### src/frogger_pkg.sv
/*
 * Frogger shared definitions
 * Matrix widths, game and driver types, level patterns,
 * MAX7219 register codes and timing constants
 */
package frogger_pkg;

	// ========================================================================
	// Widths and types
	// ========================================================================
	typedef logic [7:0] row_t;
	typedef row_t [7:0] frame_t;
	typedef logic [2:0] idx_t;
	typedef logic [1:0] level_t;
	typedef logic [11:0] scroll_cnt_t;
	typedef logic [7:0] reg_addr_t;
	typedef logic [15:0] word_t;

	typedef struct packed {
		idx_t row;
		idx_t col;
	} frog_pos_t;

	typedef struct packed {
		logic start;
		logic up;
		logic down;
		logic left;
		logic right;
	} buttons_t;

	typedef struct packed {
		level_t level;
		logic   game_over;
	} game_status_t;

	typedef enum logic {PLAY, OVER} game_state_e;
	typedef enum logic [1:0] {SETUP, IDLE, SHIFT, GAP} drv_state_e;

	// ========================================================================
	// Game constants
	// ========================================================================
	localparam idx_t IDX_MAX = 3'd7;
	localparam idx_t FROG_START_COL = 3'd4;
	localparam scroll_cnt_t SCROLL_PERIOD = 12'd2048;
	localparam int SCLK_HALF = 2;

	// One frame per level, row 7 first
	localparam frame_t [3:0] LEVEL_FRAMES = {
		{8'b10011011, 8'b01110001, 8'b00001100, 8'b01100100,
		 8'b00000101, 8'b11001100, 8'b00000010, 8'b00000000},
		{8'b01011001, 8'b10110010, 8'b10000001, 8'b01100101,
		 8'b00000000, 8'b11001100, 8'b00100000, 8'b00000000},
		{8'b10011001, 8'b01000100, 8'b00000000, 8'b10000010,
		 8'b00010000, 8'b11100110, 8'b00000000, 8'b00000000},
		{8'b11011011, 8'b00000000, 8'b10001000, 8'b00100100,
		 8'b00000000, 8'b11001100, 8'b00000000, 8'b00000000}
	};

	// MAX7219 registers
	localparam reg_addr_t REG_DIGIT1 = 8'h01;
	localparam reg_addr_t REG_DECODE = 8'h09;
	localparam reg_addr_t REG_INTENSITY = 8'h0A;
	localparam reg_addr_t REG_SCAN_LIMIT = 8'h0B;
	localparam reg_addr_t REG_SHUTDOWN = 8'h0C;
	localparam reg_addr_t REG_TEST = 8'h0F;

	localparam int SETUP_COUNT = 5;
	localparam word_t [0:SETUP_COUNT-1] SETUP_WORDS = {
		{REG_DECODE, 8'h00},
		{REG_INTENSITY, 8'h0A},
		{REG_SCAN_LIMIT, 8'h07},
		{REG_SHUTDOWN, 8'h01},
		{REG_TEST, 8'h00}
	};

endpackage

### src/frogger_top.sv
/*
 * Frogger top level
 * Game control, background lanes and MAX7219 driver,
 * with the frog laid over the background for display
 */
`timescale 1ns/1ps

module frogger_top (
	input  logic                      clock_50,
	input  logic                      arst_n,
	input  frogger_pkg::buttons_t     buttons,
	output logic                      max7219_din,
	output logic                      max7219_ncs,
	output logic                      max7219_clk,
	output frogger_pkg::game_status_t status
);

	frogger_pkg::frog_pos_t frog;
	frogger_pkg::frame_t background;
	frogger_pkg::frame_t frog_mask;
	frogger_pkg::frame_t display;
	logic level_load;

	game_ctrl game_ctrl_inst (
		.clock_50   (clock_50),
		.arst_n     (arst_n),
		.buttons    (buttons),
		.background (background),
		.frog       (frog),
		.status     (status),
		.level_load (level_load)
	);

	lane_bank lane_bank_inst (
		.clock_50   (clock_50),
		.arst_n     (arst_n),
		.level_load (level_load),
		.level      (status.level),
		.game_over  (status.game_over),
		.background (background)
	);

	// Frog overlay, a single lit bit
	always_comb begin
		frog_mask = '0;
		frog_mask[frog.row][frog.col] = 1'b1;
	end

	assign display = background | frog_mask;

	max7219_driver max7219_driver_inst (
		.clock_50    (clock_50),
		.arst_n      (arst_n),
		.frame       (display),
		.max7219_din (max7219_din),
		.max7219_ncs (max7219_ncs),
		.max7219_clk (max7219_clk)
	);

endmodule

### src/game_ctrl.sv
/*
 * Frogger game control
 * Frog position with edge clamping, collision and win detection,
 * PLAY/OVER state and level counter
 */
`timescale 1ns/1ps

module game_ctrl (
	input  logic                      clock_50,
	input  logic                      arst_n,
	input  frogger_pkg::buttons_t     buttons,
	input  frogger_pkg::frame_t       background,
	output frogger_pkg::frog_pos_t    frog,
	output frogger_pkg::game_status_t status,
	output logic                      level_load
);

	frogger_pkg::game_state_e state;
	frogger_pkg::level_t level;
	frogger_pkg::frog_pos_t moved;
	frogger_pkg::frog_pos_t start_pos;
	logic hit;
	logic at_top;

	assign start_pos = '{row: '0, col: frogger_pkg::FROG_START_COL};

	// ========================================================================
	// Move decode
	// ========================================================================
	// Left is toward column 7, right toward column 0
	always_comb begin
		moved = frog;
		if (buttons.up && frog.row != frogger_pkg::IDX_MAX) begin
			moved.row = frog.row + 3'd1;
		end else if (buttons.down && frog.row != '0) begin
			moved.row = frog.row - 3'd1;
		end
		if (buttons.left && frog.col != frogger_pkg::IDX_MAX) begin
			moved.col = frog.col + 3'd1;
		end else if (buttons.right && frog.col != '0) begin
			moved.col = frog.col - 3'd1;
		end
	end

	// Overlap with a lit background bit
	assign hit = background[frog.row][frog.col];
	assign at_top = (frog.row == frogger_pkg::IDX_MAX);

	// ========================================================================
	// Game state, frog and level
	// ========================================================================
	always_ff @(posedge clock_50 or negedge arst_n) begin
		if (!arst_n) begin
			state <= frogger_pkg::PLAY;
			level <= '0;
			frog <= start_pos;
			level_load <= 1'b0;
		end else begin
			level_load <= 1'b0;
			if (buttons.start) begin
				// Restart from level 0 in either state
				state <= frogger_pkg::PLAY;
				level <= '0;
				frog <= start_pos;
				level_load <= 1'b1;
			end else if (state == frogger_pkg::PLAY) begin
				if (level_load) begin
					// Background still holds the old level this cycle
					frog <= moved;
				end else if (hit) begin
					state <= frogger_pkg::OVER;
				end else if (at_top) begin
					// Level 3 wraps back to 0
					level <= level + 2'd1;
					frog <= start_pos;
					level_load <= 1'b1;
				end else begin
					frog <= moved;
				end
			end
		end
	end

	assign status = '{level: level, game_over: (state == frogger_pkg::OVER)};

endmodule

### src/lane_bank.sv
/*
 * Frogger background lanes
 * Eight rows loaded from the level pattern, rotated down one row
 * per scroll period while the game runs
 */
`timescale 1ns/1ps

module lane_bank (
	input  logic                clock_50,
	input  logic                arst_n,
	input  logic                level_load,
	input  frogger_pkg::level_t level,
	input  logic                game_over,
	output frogger_pkg::frame_t background
);

	frogger_pkg::scroll_cnt_t scroll_cnt;
	frogger_pkg::frame_t rotated;
	logic scroll_tick;

	// ========================================================================
	// Scroll timing
	// ========================================================================
	assign scroll_tick = (scroll_cnt == frogger_pkg::SCROLL_PERIOD - 12'd1);

	always_ff @(posedge clock_50 or negedge arst_n) begin
		if (!arst_n) begin
			scroll_cnt <= '0;
		end else if (level_load) begin
			scroll_cnt <= '0;
		end else if (!game_over) begin
			if (scroll_tick) begin
				scroll_cnt <= '0;
			end else begin
				scroll_cnt <= scroll_cnt + 12'd1;
			end
		end
	end

	// ========================================================================
	// Rows
	// ========================================================================
	// Every row moves down by one, row 0 wraps to the top
	assign rotated = {background[0], background[7:1]};

	// Reset shows level 0, as after a start
	always_ff @(posedge clock_50 or negedge arst_n) begin
		if (!arst_n) begin
			background <= frogger_pkg::LEVEL_FRAMES[0];
		end else if (level_load) begin
			background <= frogger_pkg::LEVEL_FRAMES[level];
		end else if (!game_over && scroll_tick) begin
			background <= rotated;
		end
	end

endmodule

### src/max7219_driver.sv
/*
 * MAX7219 serial driver
 * Sends the setup words once, then refreshes digits 1 to 8 forever,
 * one 16-bit word per column, MSB first
 */
`timescale 1ns/1ps

module max7219_driver (
	input  logic                clock_50,
	input  logic                arst_n,
	input  frogger_pkg::frame_t frame,
	output logic                max7219_din,
	output logic                max7219_ncs,
	output logic                max7219_clk
);

	frogger_pkg::drv_state_e state;
	frogger_pkg::word_t shift_reg;
	frogger_pkg::idx_t digit_idx;
	frogger_pkg::idx_t col_sel;
	frogger_pkg::row_t column;
	frogger_pkg::reg_addr_t digit_addr;
	logic [2:0] setup_idx;
	logic [3:0] bit_cnt;
	logic [$clog2(2 * frogger_pkg::SCLK_HALF) - 1:0] div_cnt;

	// ========================================================================
	// Column select
	// ========================================================================
	// Digit d takes bit 8-d of every row, row 7 in the data MSB
	always_comb begin
		col_sel = frogger_pkg::IDX_MAX - digit_idx;
		for (int r = 0; r < 8; r++) begin
			column[r] = frame[r][col_sel];
		end
		digit_addr = frogger_pkg::REG_DIGIT1 + frogger_pkg::reg_addr_t'(digit_idx);
	end

	assign max7219_din = shift_reg[15];

	// ========================================================================
	// Word sequencer and serial framing
	// ========================================================================
	// SETUP and IDLE each load one word and drop ncs
	// din moves on the falling chip clock edge
	always_ff @(posedge clock_50 or negedge arst_n) begin
		if (!arst_n) begin
			state <= frogger_pkg::GAP;
			shift_reg <= '0;
			digit_idx <= '0;
			setup_idx <= '0;
			bit_cnt <= '0;
			div_cnt <= '0;
			max7219_ncs <= 1'b1;
			max7219_clk <= 1'b0;
		end else begin
			case (state)
				frogger_pkg::SETUP, frogger_pkg::IDLE: begin
					if (state == frogger_pkg::SETUP) begin
						shift_reg <= frogger_pkg::SETUP_WORDS[setup_idx];
						setup_idx <= setup_idx + 3'd1;
					end else begin
						shift_reg <= {digit_addr, column};
						digit_idx <= digit_idx + 3'd1;
					end
					max7219_ncs <= 1'b0;
					bit_cnt <= 4'd15;
					div_cnt <= '0;
					state <= frogger_pkg::SHIFT;
				end
				frogger_pkg::SHIFT: begin
					if (div_cnt == frogger_pkg::SCLK_HALF - 1) begin
						div_cnt <= '0;
						if (!max7219_clk) begin
							max7219_clk <= 1'b1;
						end else begin
							max7219_clk <= 1'b0;
							if (bit_cnt == '0) begin
								// Last bit done, chip latches on ncs rising
								max7219_ncs <= 1'b1;
								state <= frogger_pkg::GAP;
							end else begin
								bit_cnt <= bit_cnt - 4'd1;
								shift_reg <= {shift_reg[14:0], 1'b0};
							end
						end
					end else begin
						div_cnt <= div_cnt + 1'b1;
					end
				end
				frogger_pkg::GAP: begin
					// Load cycle adds one more high cycle
					if (div_cnt == 2 * frogger_pkg::SCLK_HALF - 2) begin
						div_cnt <= '0;
						state <= (setup_idx < frogger_pkg::SETUP_COUNT) ?
							frogger_pkg::SETUP : frogger_pkg::IDLE;
					end else begin
						div_cnt <= div_cnt + 1'b1;
					end
				end
				default: state <= frogger_pkg::GAP;
			endcase
		end
	end

endmodule
### config.mk
export PLATFORM = sky130hd
export DESIGN_NAME = frogger_top
export DESIGN_NICKNAME = d
export VERILOG_FILES = /design/src/frogger_pkg.sv /design/src/frogger_top.sv /design/src/game_ctrl.sv /design/src/lane_bank.sv /design/src/max7219_driver.sv
export SDC_FILE = /design/constraint.sdc
export NUM_CORES = 1
export LEC_CHECK = 0
export BUFFER_PORTS_ARGS = -buffer_cell sky130_fd_sc_hd__buf_2
export CAP_MARGIN = 20
export CORE_MARGIN = 3
export CORE_UTILIZATION = 55
export CTS_CLUSTER_DIAMETER = 200
export DETAILED_ROUTE_END_ITERATION = 10
export GPL_TIMING_DRIVEN = 0
export HOLD_SLACK_MARGIN = 0.08
export PLACE_DENSITY = 0.71
export RECOVER_POWER = 100
export SYNTH_ARGS = -nofsm -noshare
export SYNTH_HDL_FRONTEND = slang
export SYNTH_SLANG_ARGS = --single-unit
### constraint.sdc
create_clock -name clock_50 -period 3.05 [get_ports clock_50]
set_input_delay 0.1525 -clock clock_50 [delete_from_list [all_inputs] [get_ports clock_50]]
set_output_delay 0.1525 -clock clock_50 [all_outputs]
set_load 0.005 [all_outputs]
==> impl_summary.txt <==
----------------------------------------------------
[STA]
  Setup repair after global routing missed its margin ... no
  Setup TNS ... 0 ns
  Max-slew violation total from the final report ... 44
  Crit path time final ... 2.893 ns
  Timing-limited maximum frequency ... 0.3457 GHz
  Hold Vio Cnt, Final ... 0
  Post-route fraction of the period consumed by the critical path ... 94.84%
  Slew headroom ... -56.67%
  Setup clock skew after layout ... 0.01379 ns
  Pin slew with the least headroom to its limit ... 2.350 ns
  Setup-violating endpoint count in the final report ... 0

[Setup path]
  Cell at the slowest stage of the critical path ... nor3b_2
  CP top delay family ... compound AO/OA/AOI/OAI gates
  Worst Path Buf+Inv ... 1
  Arrival time of the worst setup path ... 3.20 ns
  Nature of the critical path endpoint ... register
  Path type of the worst setup path ... register to register
  Critical Path Fanout Max ... 10
  Slowest cell delay on critical path ... 0.64 ns
  Kind of start point of the critical path ... register
  CP cell instances ... buf_2, nor3b_2, a221oi_1, nor2_1, a21oi_1, a32oi_2, mux2_4
  Required time at the worst-slack endpoint ... 3.36 ns

[Logic synthesis]
  List of most frequent post-synthesis cells ... dfrtp_1 (100), nand2_1 (84), a21oi_1 (76)
  Post-synthesis cell type count ... 64
  Async set-reset flop share out of synthesis ... 100.0%
  Portion of synthesized cell area occupied by the leading cell type ... 35.69%
  Cell type with the highest aggregate area in the netlist ... dfrtp_1
  Gate count after technology mapping ... 714
  Cells taking the most area after synthesis ... dfrtp_1 (36%), dfstp_2 (6.7%), a21oi_1 (5.4%)
  Synthesized cell area ... 7012 sq um
  Share of the yosys chip area belonging to registers ... 42.43%
  Net count of the mapped netlist ... 743
  Most instantiated library cell after synthesis ... dfrtp_1
  Number of enable flip-flop cells after synthesis ... 0
  Total of flip-flops plus latches after synthesis ... 118
  Commonest register cell after synthesis ... dfrtp_1
  Average instance area after synthesis ... 9.820 sq um
  Number of warnings printed during yosys synthesis ... 0

[Global routing]
  Overflow left after global routing ... 0
  GRT Overall Usage ... 30.71%
  Maximum number of pins on one net before global-route repair ... 76
  Global-route wire length before repair ... 33320 um
  Antenna violations before repair ... 0
  Number of global-route vias before repair ... 5901

[Floorplanning]
  Site row count ... 40
  I/O pin total ... 13
  Overall die area ... 14140 sq um
  Die span in x ... 118.9 um
  Core area ... 12210 sq um
  Height of the chip ... 118.9 um
  Starting Density ... 57.42%

[Drt]
  Routed wire length ... 20740 um
  Mean routed wirelength per cell ... 22.32 um
  # DRC ... 0
  Count of nets left with antenna violations after detail routing ... 0
  Via count ... 6006
  First DRT Iteration DRCs ... 652
  Average via count per standard cell ... 6.465
  Detailed-routing iteration count for the pre-antenna-repair pass ... 6

[Layout]
  # fillers ... 1032
  Share of cells above drive strength 1 ... 14.06%
  Fin cells ... 929
  Number of antenna cells inserted ... 0
  Final cell utilization of the core ... 64.76%
  Max FFs per register ... 64
  Final net count ... 777
  Area Overhead vs Synth ... 12.79%

[Placement]
  Global placement routability congestion ... 1.049
  Port Buf Inserts ... 12
  Placed cell count ... 895
  Detail Placement HPWL ... 15140 um

[Power]
  Leakage ... 3.423 nW
  Power density over the cells ... 655.6 nW/um^2
  Switching Share ... 33.88%
  Peak supply drop ... 532.8 uV
  Power share of the clock group ... 38.6%
  Internal power ... 3.428 mW
  Flop pwr share ... 34.7%
  NetSw ... 1.757 mW
  Combinational fraction of design power ... 26.7%

[CTS]
  Number of clock sinks ... 118
  Clock tree from TritonCTS ... done
  Total CTS buffers ... 17
  Post-CTS resize count ... 0
  Clock Tree Root ... clkbuf_16
  Insertion delay to the later sink of the worst-skew pair ... 0.44 ns
  Maximum clock insertion buffer count ... 2
  H-tree depth reported by CTS ... 4
  Clock-pin slew reported for the worst setup and hold paths after clock tree synthesis ... 0.06 ns

[Run status]
  Status ... finished with violations
  Violated checks ... max-capacitance violations, max-slew violations

[Worst hold path]
  Path type of the worst min-delay path ... input pin to register

[Flow run]
  Max Cap Violations ... 1

----------------------------------------------------
worst register-to-register path, stage by stage (launching register included):
cell,delay [ns]
dfstp_2,0.52
buf_2,0.21
nor3b_2,0.64
a221oi_1,0.21
nor2_1,0.16
a21oi_1,0.09
a32oi_2,0.59
mux2_4,0.35
path summary, 6_finish.rpt:
| kind | to | cells after the start | slack (ns) | startpoint |
|---|---|---|---|---|
| setup reg to reg | game_ctrl_inst.frog[5]$_DFFE_PN0P_ | 7 | 0.16 | game_ctrl_inst.frog[2]$_DFFE_PN1P_ |
| min in group asynchronous | game_ctrl_inst.frog[0]$_DFFE_PN0P_ | 2 | 0.98 | arst_n |
| setup / recovery | game_ctrl_inst.frog[5]$_DFFE_PN0P_ | 7 | 0.16 | game_ctrl_inst.frog[2]$_DFFE_PN1P_ |
| max in group asynchronous | max7219_driver_inst.digit_idx[0]$_DFFE_PN0P_ | 2 | 0.73 | arst_n |
| hold / removal | game_ctrl_inst.frog[3]$_DFFE_PN0P_ | 6 | 0.25 | buttons[3] |
| hold reg to reg | lane_bank_inst.scroll_cnt[9]$_DFFE_PN0P_ | 1 | 0.49 | lane_bank_inst.scroll_cnt[9]$_DFFE_PN0P_ |
layout make-up:
class | instances | area, sq um | share of cell area [%]
clock inverter | 12 | 128.9 | 1.629
multi-input combinational | 522 | 3727 | 47.13
inverter | 19 | 71.32 | 0.9018
buffer | 55 | 232.7 | 2.943
sequential | 118 | 2975 | 37.62
clock buffer | 20 | 456.7 | 5.774
tap | 168 | 210.2 | 2.658
timing repair buffer | 15 | 106.4 | 1.345
per-stage QoR:
step | cell area, sq um | power, mW | hold slack, ns | worst slack (ns)
after floorplan | 7012 | 2.786 | -0.1431 | 0.6993
after global placement | 7282 | 3.141 | 0.4656 | 0.2285
after detailed placement | 7316 | 3.172 | 0.09707 | 0.2292
after CTS | 7921 | 5.171 | 0.2153 | 0.2184
after global routing | 7909 | 5.428 | 0.2869 | 0.03032
final | 7909 | 5.185 | 0.2542 | 0.1573
timing repair:
action / CTS / global route
endpoints found under the hold margin: 93 / 0
buffers inserted: 0 / 0
hold buffers: 2 / 0
cell families (layout without fill, tap and decap cells):
| logic type | count (synthesis) | count (layout) | share of synthesized area (%) |
|---|---|---|---|
| compound gates | 225 | 225 | 21.04 |
| simple gates | 197 | 197 | 13.70 |
| flops | 118 | 118 | 42.43 |
| buf+inv | 74 | 121 | 4.336 |
| mux | 59 | 59 | 12.19 |
| fa+ha+maj | 22 | 22 | 3.926 |
| xor+xnor | 19 | 19 | 2.373 |
placed cells by master, fill, tap and decap left out, drive strengths merged, types with 3 or more instances in the layout:
master,n
a21oi,76
xnor2,11
nand3,14
mux2i,31
inv,20
or3,3
a31oi,3
nand2,84
and4,3
clkbuf,65
nor2,40
a22o,30
ha,22
a311o,4
nand4,4
nand2b,11
dfrtp,100
clkinvlp,3
dfstp,18
nor3,3
xor2,8
o21ai,52
clkinv,6
a221oi,4
o22a,6
mux4,19
and3b,4
nor2b,10
a211o,4
and3,8
nor3b,8
buf,23
mux2,9
a32o,4
a211oi,24
power by group through the flow:
stage	registers (mW)	clock network, mW	logic [mW]
final	1.80	2.00	1.38
after global routing	1.81	2.11	1.51
after CTS	1.80	2.02	1.36
after detailed placement	1.82	0	1.35
after global placement	1.81	0	1.33
after floorplan	1.77	0	1.02
layer usage:
metal | vias up | wire, um | global-route usage (%)
met5 | - | 0 | 0.3676
met4 | 0 | 703 | 12.45
met3 | 67 | 1997 | 9.212
met2 | 308 | 8993 | 45.15
met1 | 2932 | 9042 | 42.63
li1 | 2699 | - | -
No activity file was read; power rests on OpenSTA's default activity.
